`config.mk`:
```
export PLATFORM = sky130hd
export DESIGN_NAME = wb2sdrc_bridge
export DESIGN_NICKNAME = d
export VERILOG_FILES = /design/src/common/wb_bus_pkg.sv /design/src/common/sdr_ctrl_pkg.sv /design/src/logic/sync_fifo.sv /design/src/logic/wb_slave_ctrl.sv /design/src/request/request_path.sv /design/src/response/read_return_path.sv /design/src/logic/wb2sdrc_bridge.sv
export SDC_FILE = /design/constraint.sdc
export NUM_CORES = 1
export LEC_CHECK = 0
export ABC_AREA = 1
export BUFFER_PORTS_ARGS = -buffer_cell sky130_fd_sc_hd__buf_2
export CELL_PAD_IN_SITES_DETAIL_PLACEMENT = 1
export CELL_PAD_IN_SITES_GLOBAL_PLACEMENT = 2
export CORE_MARGIN = 1
export CORE_UTILIZATION = 43
export CTS_BUF_LIST = sky130_fd_sc_hd__clkbuf_4 sky130_fd_sc_hd__clkbuf_8
export DETAILED_ROUTE_END_ITERATION = 16
export PLACE_DENSITY_LB_ADDON = 0.25
export SKIP_CTS_REPAIR_TIMING = 1
export SLEW_MARGIN = 40
export SYNTH_ARGS = -nofsm -noshare
export SYNTH_HDL_FRONTEND = slang
export SYNTH_HIERARCHICAL = 1
export SYNTH_SLANG_ARGS = --single-unit
```
`constraint.sdc`:
```
create_clock -name sdram_clk -period 3.8 [get_ports sdram_clk]
set_input_delay 0.76 -clock sdram_clk [delete_from_list [all_inputs] [get_ports sdram_clk]]
set_output_delay 0.76 -clock sdram_clk [all_outputs]
set_load 0.03 [all_outputs]
```
`src/common/wb_bus_pkg.sv`:
```
/*
 * wishbone side definitions for the bridge to the sdram controller
 * holds bus widths, the bundled slave request and the read tracking
 * states; imported by the top, the slave control and both data paths
 */

`default_nettype none

package wb_bus_pkg;

  // --------------------------------------------------
  // bus widths
  // --------------------------------------------------
  // application address, word granular
  localparam int APP_AW = 26;
  // data bus
  localparam int DW     = 32;
  // one select per byte lane
  localparam int SEL_W  = DW / 8;

  // --------------------------------------------------
  // slave request bundle
  // --------------------------------------------------
  // strobe and cycle are merged, the bridge never needs them apart
  typedef struct packed {
    logic              stb_cyc;
    logic              we;
    logic [APP_AW-1:0] addr;
    logic [DW-1:0]     data;
    logic [SEL_W-1:0]  sel;
  } wb_req_t;

  // --------------------------------------------------
  // read tracking
  // --------------------------------------------------
  // idle until a read command is queued, then wait for its data
  typedef enum logic {
    RD_IDLE      = 1'b0,
    RD_WAIT_DATA = 1'b1
  } rd_track_e;

endpackage

`default_nettype wire

```
`src/common/sdr_ctrl_pkg.sv`:
```
/*
 * sdram controller side definitions of the bridge
 * command and write-data entries as queued towards the controller,
 * fifo depths and the request opcode; widths come from the bus package
 */

`default_nettype none

package sdr_ctrl_pkg;

  import wb_bus_pkg::*;

  // --------------------------------------------------
  // request length
  // --------------------------------------------------
  localparam int BL_W = 9;
  // every command is a single transfer
  localparam logic [BL_W-1:0] SINGLE_BURST_LEN = 9'd1;

  // --------------------------------------------------
  // fifo depths, powers of two
  // --------------------------------------------------
  localparam int CMD_DEPTH   = 4;
  localparam int WDATA_DEPTH = 8;
  localparam int RDATA_DEPTH = 4;

  // --------------------------------------------------
  // command opcode
  // --------------------------------------------------
  // value is the controller's write-not bit
  typedef enum logic {
    SDR_WRITE = 1'b0,
    SDR_READ  = 1'b1
  } sdr_op_e;

  // length, opcode and address, 36 bits
  typedef struct packed {
    logic [BL_W-1:0]   len;
    sdr_op_e           op;
    logic [APP_AW-1:0] addr;
  } sdr_cmd_t;

  // active low byte enables and data, 36 bits
  typedef struct packed {
    logic [SEL_W-1:0] en_n;
    logic [DW-1:0]    data;
  } sdr_wdata_t;

endpackage

`default_nettype wire

```
`src/logic/sync_fifo.sv`:
```
/*
 * single clock first-word-fall-through fifo
 * the head entry is always on head_o, pop only advances it
 * full and empty are registered, so a push shows up one cycle later
 * push on full and pop on empty are ignored
 */

`default_nettype none

module sync_fifo
  import wb_bus_pkg::*;
  import sdr_ctrl_pkg::*;
#(
  parameter int WIDTH = DW,
  parameter int DEPTH = RDATA_DEPTH
) (
  input  wire logic             sdram_clk,
  input  wire logic             wb_clk_i,
  input  wire logic             push_i,
  input  wire logic [WIDTH-1:0] push_data_i,
  input  wire logic             pop_i,
  output logic      [WIDTH-1:0] head_o,
  output logic                  full_o,
  output logic                  empty_o
);

  // storage, no reset needed
  logic [WIDTH-1:0]           mem [DEPTH];
  logic [$clog2(DEPTH)-1:0]   wr_ptr_q;
  logic [$clog2(DEPTH)-1:0]   rd_ptr_q;
  // occupancy, one bit wider than the pointers
  logic [$clog2(DEPTH+1)-1:0] count_q;
  logic [$clog2(DEPTH+1)-1:0] count_nxt;
  logic                       do_push;
  logic                       do_pop;

  // guard against overflow and underflow
  assign do_push = push_i & ~full_o;
  assign do_pop  = pop_i & ~empty_o;

  // --------------------------------------------------
  // occupancy
  // --------------------------------------------------
  always_comb begin
    count_nxt = count_q;
    if (do_push && !do_pop) begin
      count_nxt = count_q + 1'b1;
    end else if (do_pop && !do_push) begin
      count_nxt = count_q - 1'b1;
    end
  end

  // pointers wrap on their own, depth is a power of two
  always_ff @(posedge sdram_clk or posedge wb_clk_i) begin
    if (wb_clk_i) begin
      wr_ptr_q <= '0;
      rd_ptr_q <= '0;
      count_q  <= '0;
      full_o   <= 1'b0;
      empty_o  <= 1'b1;
    end else begin
      if (do_push) begin
        wr_ptr_q <= wr_ptr_q + 1'b1;
      end
      if (do_pop) begin
        rd_ptr_q <= rd_ptr_q + 1'b1;
      end
      count_q <= count_nxt;
      // flags follow the next occupancy
      full_o  <= (count_nxt == DEPTH);
      empty_o <= (count_nxt == 0);
    end
  end

  // --------------------------------------------------
  // storage
  // --------------------------------------------------
  always_ff @(posedge sdram_clk) begin
    if (do_push) begin
      mem[wr_ptr_q] <= push_data_i;
    end
  end

  // fall-through head
  assign head_o = mem[rd_ptr_q];

endmodule

`default_nettype wire

```
`src/logic/wb_slave_ctrl.sv`:
```
/*
 * wishbone slave handshake of the bridge, purely combinational
 * writes are acked once both request fifos have room
 * reads are acked with their data once the read fifo holds it
 * also derives every fifo push and the read-data pop
 */

`default_nettype none

module wb_slave_ctrl
  import wb_bus_pkg::*;
(
  input  wire wb_req_t wb_req_i,
  // request path status
  input  wire logic    cmd_full_i,
  input  wire logic    wdata_full_i,
  // read return path status
  input  wire logic    rd_cmd_want_i,
  input  wire logic    rd_data_avail_i,
  output logic         wb_ack_o,
  output logic         cmd_push_o,
  output logic         wdata_push_o,
  output logic         rd_cmd_pushed_o,
  output logic         rd_ack_o
);

  logic wr_req;
  logic rd_req;
  logic wr_room;

  // --------------------------------------------------
  // request decode
  // --------------------------------------------------
  assign wr_req = wb_req_i.stb_cyc & wb_req_i.we;
  assign rd_req = wb_req_i.stb_cyc & ~wb_req_i.we;
  // a write needs a slot in both fifos
  assign wr_room = ~cmd_full_i & ~wdata_full_i;

  // --------------------------------------------------
  // acknowledge
  // --------------------------------------------------
  // zero latency for writes with room
  // reads wait for returned data
  always_comb begin
    if (wr_req) begin
      wb_ack_o = wr_room;
    end else if (rd_req) begin
      wb_ack_o = rd_data_avail_i;
    end else begin
      wb_ack_o = 1'b0;
    end
  end

  // --------------------------------------------------
  // fifo strobes
  // --------------------------------------------------
  // one read command per read cycle, the read path says when
  assign rd_cmd_pushed_o = rd_cmd_want_i & ~cmd_full_i;
  // write command goes with the ack
  assign cmd_push_o      = (wr_req & wb_ack_o) | rd_cmd_pushed_o;
  assign wdata_push_o    = wr_req & wb_ack_o;
  // read data leaves at the acking edge
  assign rd_ack_o        = rd_req & wb_ack_o;

endmodule

`default_nettype wire

```
`src/request/request_path.sv`:
```
/*
 * request path towards the sdram controller
 * queues single-transfer commands and write data with byte enables
 * sdr_req_o stays up while any command is queued
 */

`default_nettype none

module request_path
  import wb_bus_pkg::*;
  import sdr_ctrl_pkg::*;
(
  input  wire logic    sdram_clk,
  input  wire logic    wb_clk_i,
  input  wire logic    cmd_push_i,
  input  wire logic    wdata_push_i,
  input  wire wb_req_t wb_req_i,
  // controller handshake
  input  wire logic    sdr_req_ack_i,
  input  wire logic    sdr_wr_next_i,
  output sdr_cmd_t     cmd_o,
  output logic         sdr_req_o,
  output sdr_wdata_t   wdata_o,
  output logic         cmd_full_o,
  output logic         wdata_full_o
);

  sdr_cmd_t   cmd_in;
  sdr_wdata_t wdata_in;
  logic       cmd_empty;

  // --------------------------------------------------
  // command entry
  // --------------------------------------------------
  assign cmd_in.len  = SINGLE_BURST_LEN;
  assign cmd_in.op   = wb_req_i.we ? SDR_WRITE : SDR_READ;
  assign cmd_in.addr = wb_req_i.addr;

  // popped when the controller takes the request
  sync_fifo #(
    .WIDTH ($bits(sdr_cmd_t)),
    .DEPTH (CMD_DEPTH)
  ) cmd_fifo_i (
    .sdram_clk   (sdram_clk),
    .wb_clk_i    (wb_clk_i),
    .push_i      (cmd_push_i),
    .push_data_i (cmd_in),
    .pop_i       (sdr_req_ack_i),
    .head_o      (cmd_o),
    .full_o      (cmd_full_o),
    .empty_o     (cmd_empty)
  );

  // request while anything is queued
  assign sdr_req_o = ~cmd_empty;

  // --------------------------------------------------
  // write-data entry
  // --------------------------------------------------
  // controller enables are active low
  assign wdata_in.en_n = ~wb_req_i.sel;
  assign wdata_in.data = wb_req_i.data;

  // popped on each wr_next from the controller
  sync_fifo #(
    .WIDTH ($bits(sdr_wdata_t)),
    .DEPTH (WDATA_DEPTH)
  ) wdata_fifo_i (
    .sdram_clk   (sdram_clk),
    .wb_clk_i    (wb_clk_i),
    .push_i      (wdata_push_i),
    .push_data_i (wdata_in),
    .pop_i       (sdr_wr_next_i),
    .head_o      (wdata_o),
    .full_o      (wdata_full_o),
    .empty_o     ()
  );

endmodule

`default_nettype wire

```
`src/response/read_return_path.sv`:
```
/*
 * read return path of the bridge
 * allows one read command per wishbone read cycle and buffers the
 * data coming back from the controller until the read is acked
 */

`default_nettype none

module read_return_path
  import wb_bus_pkg::*;
  import sdr_ctrl_pkg::*;
(
  input  wire logic          sdram_clk,
  input  wire logic          wb_clk_i,
  input  wire wb_req_t       wb_req_i,
  // from the slave control
  input  wire logic          rd_cmd_pushed_i,
  input  wire logic          rd_ack_i,
  // from the controller
  input  wire logic          sdr_rd_valid_i,
  input  wire logic [DW-1:0] sdr_rd_data_i,
  output logic               rd_cmd_want_o,
  output logic               rd_data_avail_o,
  output logic      [DW-1:0] rd_data_o
);

  rd_track_e state_q;
  rd_track_e state_nxt;
  logic      rd_req;
  logic      rd_empty;

  assign rd_req = wb_req_i.stb_cyc & ~wb_req_i.we;

  // --------------------------------------------------
  // outstanding read tracking
  // --------------------------------------------------
  // command wanted only once per read cycle
  assign rd_cmd_want_o = (state_q == RD_IDLE) & rd_req;

  always_comb begin
    state_nxt = state_q;
    case (state_q)
      RD_IDLE: begin
        // command accepted into the queue
        if (rd_cmd_pushed_i) begin
          state_nxt = RD_WAIT_DATA;
        end
      end
      RD_WAIT_DATA: begin
        // data handed to the master
        if (rd_ack_i) begin
          state_nxt = RD_IDLE;
        end
      end
      default: state_nxt = RD_IDLE;
    endcase
  end

  always_ff @(posedge sdram_clk or posedge wb_clk_i) begin
    if (wb_clk_i) begin
      state_q <= RD_IDLE;
    end else begin
      state_q <= state_nxt;
    end
  end

  // --------------------------------------------------
  // read data buffer
  // --------------------------------------------------
  // controller never returns more than was asked for
  sync_fifo #(
    .WIDTH (DW),
    .DEPTH (RDATA_DEPTH)
  ) rdata_fifo_i (
    .sdram_clk   (sdram_clk),
    .wb_clk_i    (wb_clk_i),
    .push_i      (sdr_rd_valid_i),
    .push_data_i (sdr_rd_data_i),
    .pop_i       (rd_ack_i),
    .head_o      (rd_data_o),
    .full_o      (),
    .empty_o     (rd_empty)
  );

  assign rd_data_avail_o = ~rd_empty;

endmodule

`default_nettype wire

```
`src/logic/wb2sdrc_bridge.sv`:
```
/*
 * wishbone slave to sdram controller request bridge, top level
 * bundles the bus inputs and ties together slave control,
 * request path and read return path; one clock, async reset
 */

`default_nettype none

module wb2sdrc_bridge
  import wb_bus_pkg::*;
  import sdr_ctrl_pkg::*;
(
  input  wire logic              sdram_clk,
  input  wire logic              wb_clk_i,
  // --------------------------------------------------
  // wishbone slave
  // --------------------------------------------------
  input  wire logic              wb_stb_i,
  input  wire logic              wb_cyc_i,
  input  wire logic              wb_we_i,
  input  wire logic [APP_AW-1:0] wb_addr_i,
  input  wire logic [DW-1:0]     wb_dat_i,
  input  wire logic [SEL_W-1:0]  wb_sel_i,
  output logic                   wb_ack_o,
  output logic      [DW-1:0]     wb_dat_o,
  // --------------------------------------------------
  // sdram controller requests
  // --------------------------------------------------
  output logic                   sdr_req_o,
  output logic      [APP_AW-1:0] sdr_req_addr_o,
  output logic      [BL_W-1:0]   sdr_req_len_o,
  output logic                   sdr_req_wr_n_o,
  input  wire logic              sdr_req_ack_i,
  output logic      [SEL_W-1:0]  sdr_wr_en_n_o,
  output logic      [DW-1:0]     sdr_wr_data_o,
  input  wire logic              sdr_wr_next_i,
  input  wire logic              sdr_rd_valid_i,
  input  wire logic [DW-1:0]     sdr_rd_data_i
);

  wb_req_t    wb_req;
  sdr_cmd_t   cmd;
  sdr_wdata_t wdata;
  logic       cmd_full;
  logic       wdata_full;
  logic       cmd_push;
  logic       wdata_push;
  logic       rd_cmd_want;
  logic       rd_cmd_pushed;
  logic       rd_data_avail;
  logic       rd_ack;

  // bus inputs as one bundle
  assign wb_req.stb_cyc = wb_stb_i & wb_cyc_i;
  assign wb_req.we      = wb_we_i;
  assign wb_req.addr    = wb_addr_i;
  assign wb_req.data    = wb_dat_i;
  assign wb_req.sel     = wb_sel_i;

  // queue heads onto the controller ports
  assign sdr_req_addr_o = cmd.addr;
  assign sdr_req_len_o  = cmd.len;
  assign sdr_req_wr_n_o = cmd.op;
  assign sdr_wr_en_n_o  = wdata.en_n;
  assign sdr_wr_data_o  = wdata.data;

  wb_slave_ctrl wb_slave_ctrl_i (
    .wb_req_i        (wb_req),
    .cmd_full_i      (cmd_full),
    .wdata_full_i    (wdata_full),
    .rd_cmd_want_i   (rd_cmd_want),
    .rd_data_avail_i (rd_data_avail),
    .wb_ack_o        (wb_ack_o),
    .cmd_push_o      (cmd_push),
    .wdata_push_o    (wdata_push),
    .rd_cmd_pushed_o (rd_cmd_pushed),
    .rd_ack_o        (rd_ack)
  );

  request_path request_path_i (
    .sdram_clk     (sdram_clk),
    .wb_clk_i      (wb_clk_i),
    .cmd_push_i    (cmd_push),
    .wdata_push_i  (wdata_push),
    .wb_req_i      (wb_req),
    .sdr_req_ack_i (sdr_req_ack_i),
    .sdr_wr_next_i (sdr_wr_next_i),
    .cmd_o         (cmd),
    .sdr_req_o     (sdr_req_o),
    .wdata_o       (wdata),
    .cmd_full_o    (cmd_full),
    .wdata_full_o  (wdata_full)
  );

  read_return_path read_return_path_i (
    .sdram_clk       (sdram_clk),
    .wb_clk_i        (wb_clk_i),
    .wb_req_i        (wb_req),
    .rd_cmd_pushed_i (rd_cmd_pushed),
    .rd_ack_i        (rd_ack),
    .sdr_rd_valid_i  (sdr_rd_valid_i),
    .sdr_rd_data_i   (sdr_rd_data_i),
    .rd_cmd_want_o   (rd_cmd_want),
    .rd_data_avail_o (rd_data_avail),
    .rd_data_o       (wb_dat_o)
  );

endmodule

`default_nettype wire

```
==> results.toml <==
[clocking]
tritoncts = "done"
ctsRootBufferMaster = "clkbuf_8"
cts_htree_levels = 3
cts.clk_slew.worst_paths_ps = 60
clockBufferDepth = 3
clk_latency_ps = 660
cts_made_buffers = 98
cts.sinks = 591

[drt]
routedWlPerCell_um = 19.3
routed_wl_mm = 55.7
num_vias = 14900
final_antenna_net_count = 0
via_per_inst = 5.17
drc = 0
drt_iter0_drc = 623
dr.pass1.iters = 4

[setup_path]
crit_required_ps = 3040
crit_path_end_kind = "output port"
critPathLaunchType = "flip-flop"
reg2reg_slack_ps = 1200
critPathKind = "flip-flop to output port"
cp.arrival_ps = 2640
crit_fanout = 63

[synthesis]
yosysUniqueCellTypes = 28
yosys-top-cells-area = "edfxtp_1 (72%), nor2_1 (6.2%), o21ai_0 (4.8%), nand2_1 (3.0%), dfrtp_1 (3.0%)"
yosysMostFrequentCell = "edfxtp_1"
ys_seq_elements = 591
synthArstFlopShare = 0.0525
syn_avg_cell_area_um2 = 12.7
synth.largest_area_cell = "edfxtp_1"
ys_seq_area_frac = 0.752
ys.flop_type = "edfxtp_1"
synth_edf_count = 560
synth_top_cell_area_share = 0.719
netlist_top_cells_count = "edfxtp_1 (560), nor2_1 (384), o21ai_0 (223), nand2_1 (189), o21ai_1 (133)"
syn-cell-area_um2 = 23400
postSynthCellCount = 1836
synthesis.yosys.warnings = 6

[final_layout]
syn_to_final_growth_pct = 16.8
fill_cells = 5611
drive_above_1_share = 0.206
fin_area_um2 = 27300
finalNetCount = 2232

[power]
p_leak_nw = 9.94
p_total_mw = 22.1
power_density_nw_per_um2 = 810
vdd_drop_max_mv = 0.385

[floorplan]
placementRows = 85
die_h_um = 235
die-area_um2 = 55300
io_pins = 208
core_area_um2 = 53800
die_w_um = 235
start_util = 0.435

[timing]
slew_headroom = 0.491
setup_viol = 0
min_period_ps = 3400
setup_tns_ps = 0
post-route-period-util = 0.895
hold_viol_final = 0
finClkSkew_ps = 20.6
max_freq_ghz = 0.294
maxSlewViolCount = 0
rsz0062_at_grt = "no"
tightest_slew_ps = 763

[placed_design]
dp_hpwl_mm = 32.7
port_buffers = 207
placed_area_um2 = 25400
gp_congestion = 0.728

[grt]
grt.total_usage = 0.205
antenna_found_initial = 8
overflow = 0
grt_first_pass_wirelength_mm = 88.3
grt_pass1_vias = 16100
grt_max_degree = 146

[status]
status = "finished, final reports clean"

[worst_hold_path]
holdCritPathClass = "input pin to flip-flop"

[job]
drv_cap = 0
-- worst paths after layout --
check | startpoint | endpoint | depth (start not counted)
max in group asynchronous | wb_clk_i | request_path_i/wdata_fifo_i/rd_ptr_q[0] | 3
max | request_path_i/wdata_fifo_i/rd_ptr_q[0] | sdr_wr_en_n_o[1] | 7
min in group asynchronous | wb_clk_i | read_return_path_i/state_q | 3
min reg2reg | read_return_path_i/state_q | read_return_path_i/state_q | 2
min | sdr_rd_data_i[23] | read_return_path_i/rdata_fifo_i/mem[3][23] | 1
max reg2reg | request_path_i/cmd_fifo_i/full_o | request_path_i/wdata_fifo_i/mem[5][29] | 8
-- flip-flops by register name, summed over array words and instances, names as in the netlist, 3 cells and up --
signal / count
read_return_path_i/rdata_fifo_i/count_q: 3
request_path_i/wdata_fifo_i/rd_ptr_q: 3
read_return_path_i/rdata_fifo_i/mem: 128
request_path_i/cmd_fifo_i/count_q: 3
request_path_i/wdata_fifo_i/mem: 288
request_path_i/cmd_fifo_i/mem: 144
request_path_i/wdata_fifo_i/wr_ptr_q: 3
request_path_i/wdata_fifo_i/count_q: 4
-- cell families (layout without fill, tap and decap cells) --
| logic type | count (synthesis) | count (layout) | synth area share |
|---|---|---|---|
| xor gates and xnor gates | 12 | 12 | 0.00449 |
| adders and majority gates | 16 | 16 | 0.00856 |
| and+or+nand+nor | 618 | 618 | 0.104 |
| other | 2 | 37 | 0.000321 |
| buffers and inverters | 173 | 496 | 0.0360 |
| AOI/OAI and AO/OA | 424 | 424 | 0.0944 |
| DFF | 591 | 591 | 0.752 |
-- per-layer routing --
layer / track usage / up-vias / part of all wire
li1: - / 7043 / -
met1: 0.258 / 7510 / 0.43
met2: 0.347 / 287 / 0.49
met3: 0.0515 / 95 / 0.055
met4: 0.0650 / 12 / 0.021
met5: 0 / - / 0.0014
-- power by group --
group | leakage, nW | internal, mW | switching [mW]
Clock | 1.02 | 3.05 | 2.43
Sequential | 5.43 | 7.91 | 0.372
Combinational | 3.49 | 2.25 | 6.12
-- worst max-delay path: stages, from the launching register on --
cell	delay (ps)
dfrtp_4	510
inv_6	360
buf_4	420
o21ai_0	180
o21ai_1	110
nand2_1	70
nand2_1	130
buf_2	210
-- layout by cell type, fill, tap and decap left out, drive strengths merged --
master / n
buf: 239
bufinv: 2
clkbuf: 148
clkinv: 27
clkinvlp: 3
conb: 36
dfrtp: 28
dfstp: 3
diode: 1
dlygate4sd3: 1
edfxtp: 560
ha: 16
inv: 76
nand2: 201
nand3: 21
nand3b: 3
nor2: 391
nor3: 1
o21ai: 356
o22ai: 68
or2: 1
xor2: 12
-- final cells by class --
class	count	area, um2	area share
antenna	1	2.50	0.0000916
clock buffer	148	1740	0.0638
clock inverter	31	186	0.00683
timing repair buffer	240	1420	0.0521
sequential	591	17600	0.645
multi-input combinational	1106	5180	0.190
tap	696	871	0.0319
inverter	77	297	0.0109
-- through the flow --
step / std cells / hold WS, ps / setup slack, ps / util
CTS: 2888 / -57.6 / 325 / 0.507
floorplan: 1870 / 467 / 358 / -
finish: 2890 / 313 / 400 / 0.507
detailed placement: 2709 / 491 / 676 / 0.471
global route: 2889 / 266 / 228 / 0.507
global placement: 2709 / 484 / 707 / 0.471
No activity file was read; power rests on OpenSTA's default activity.
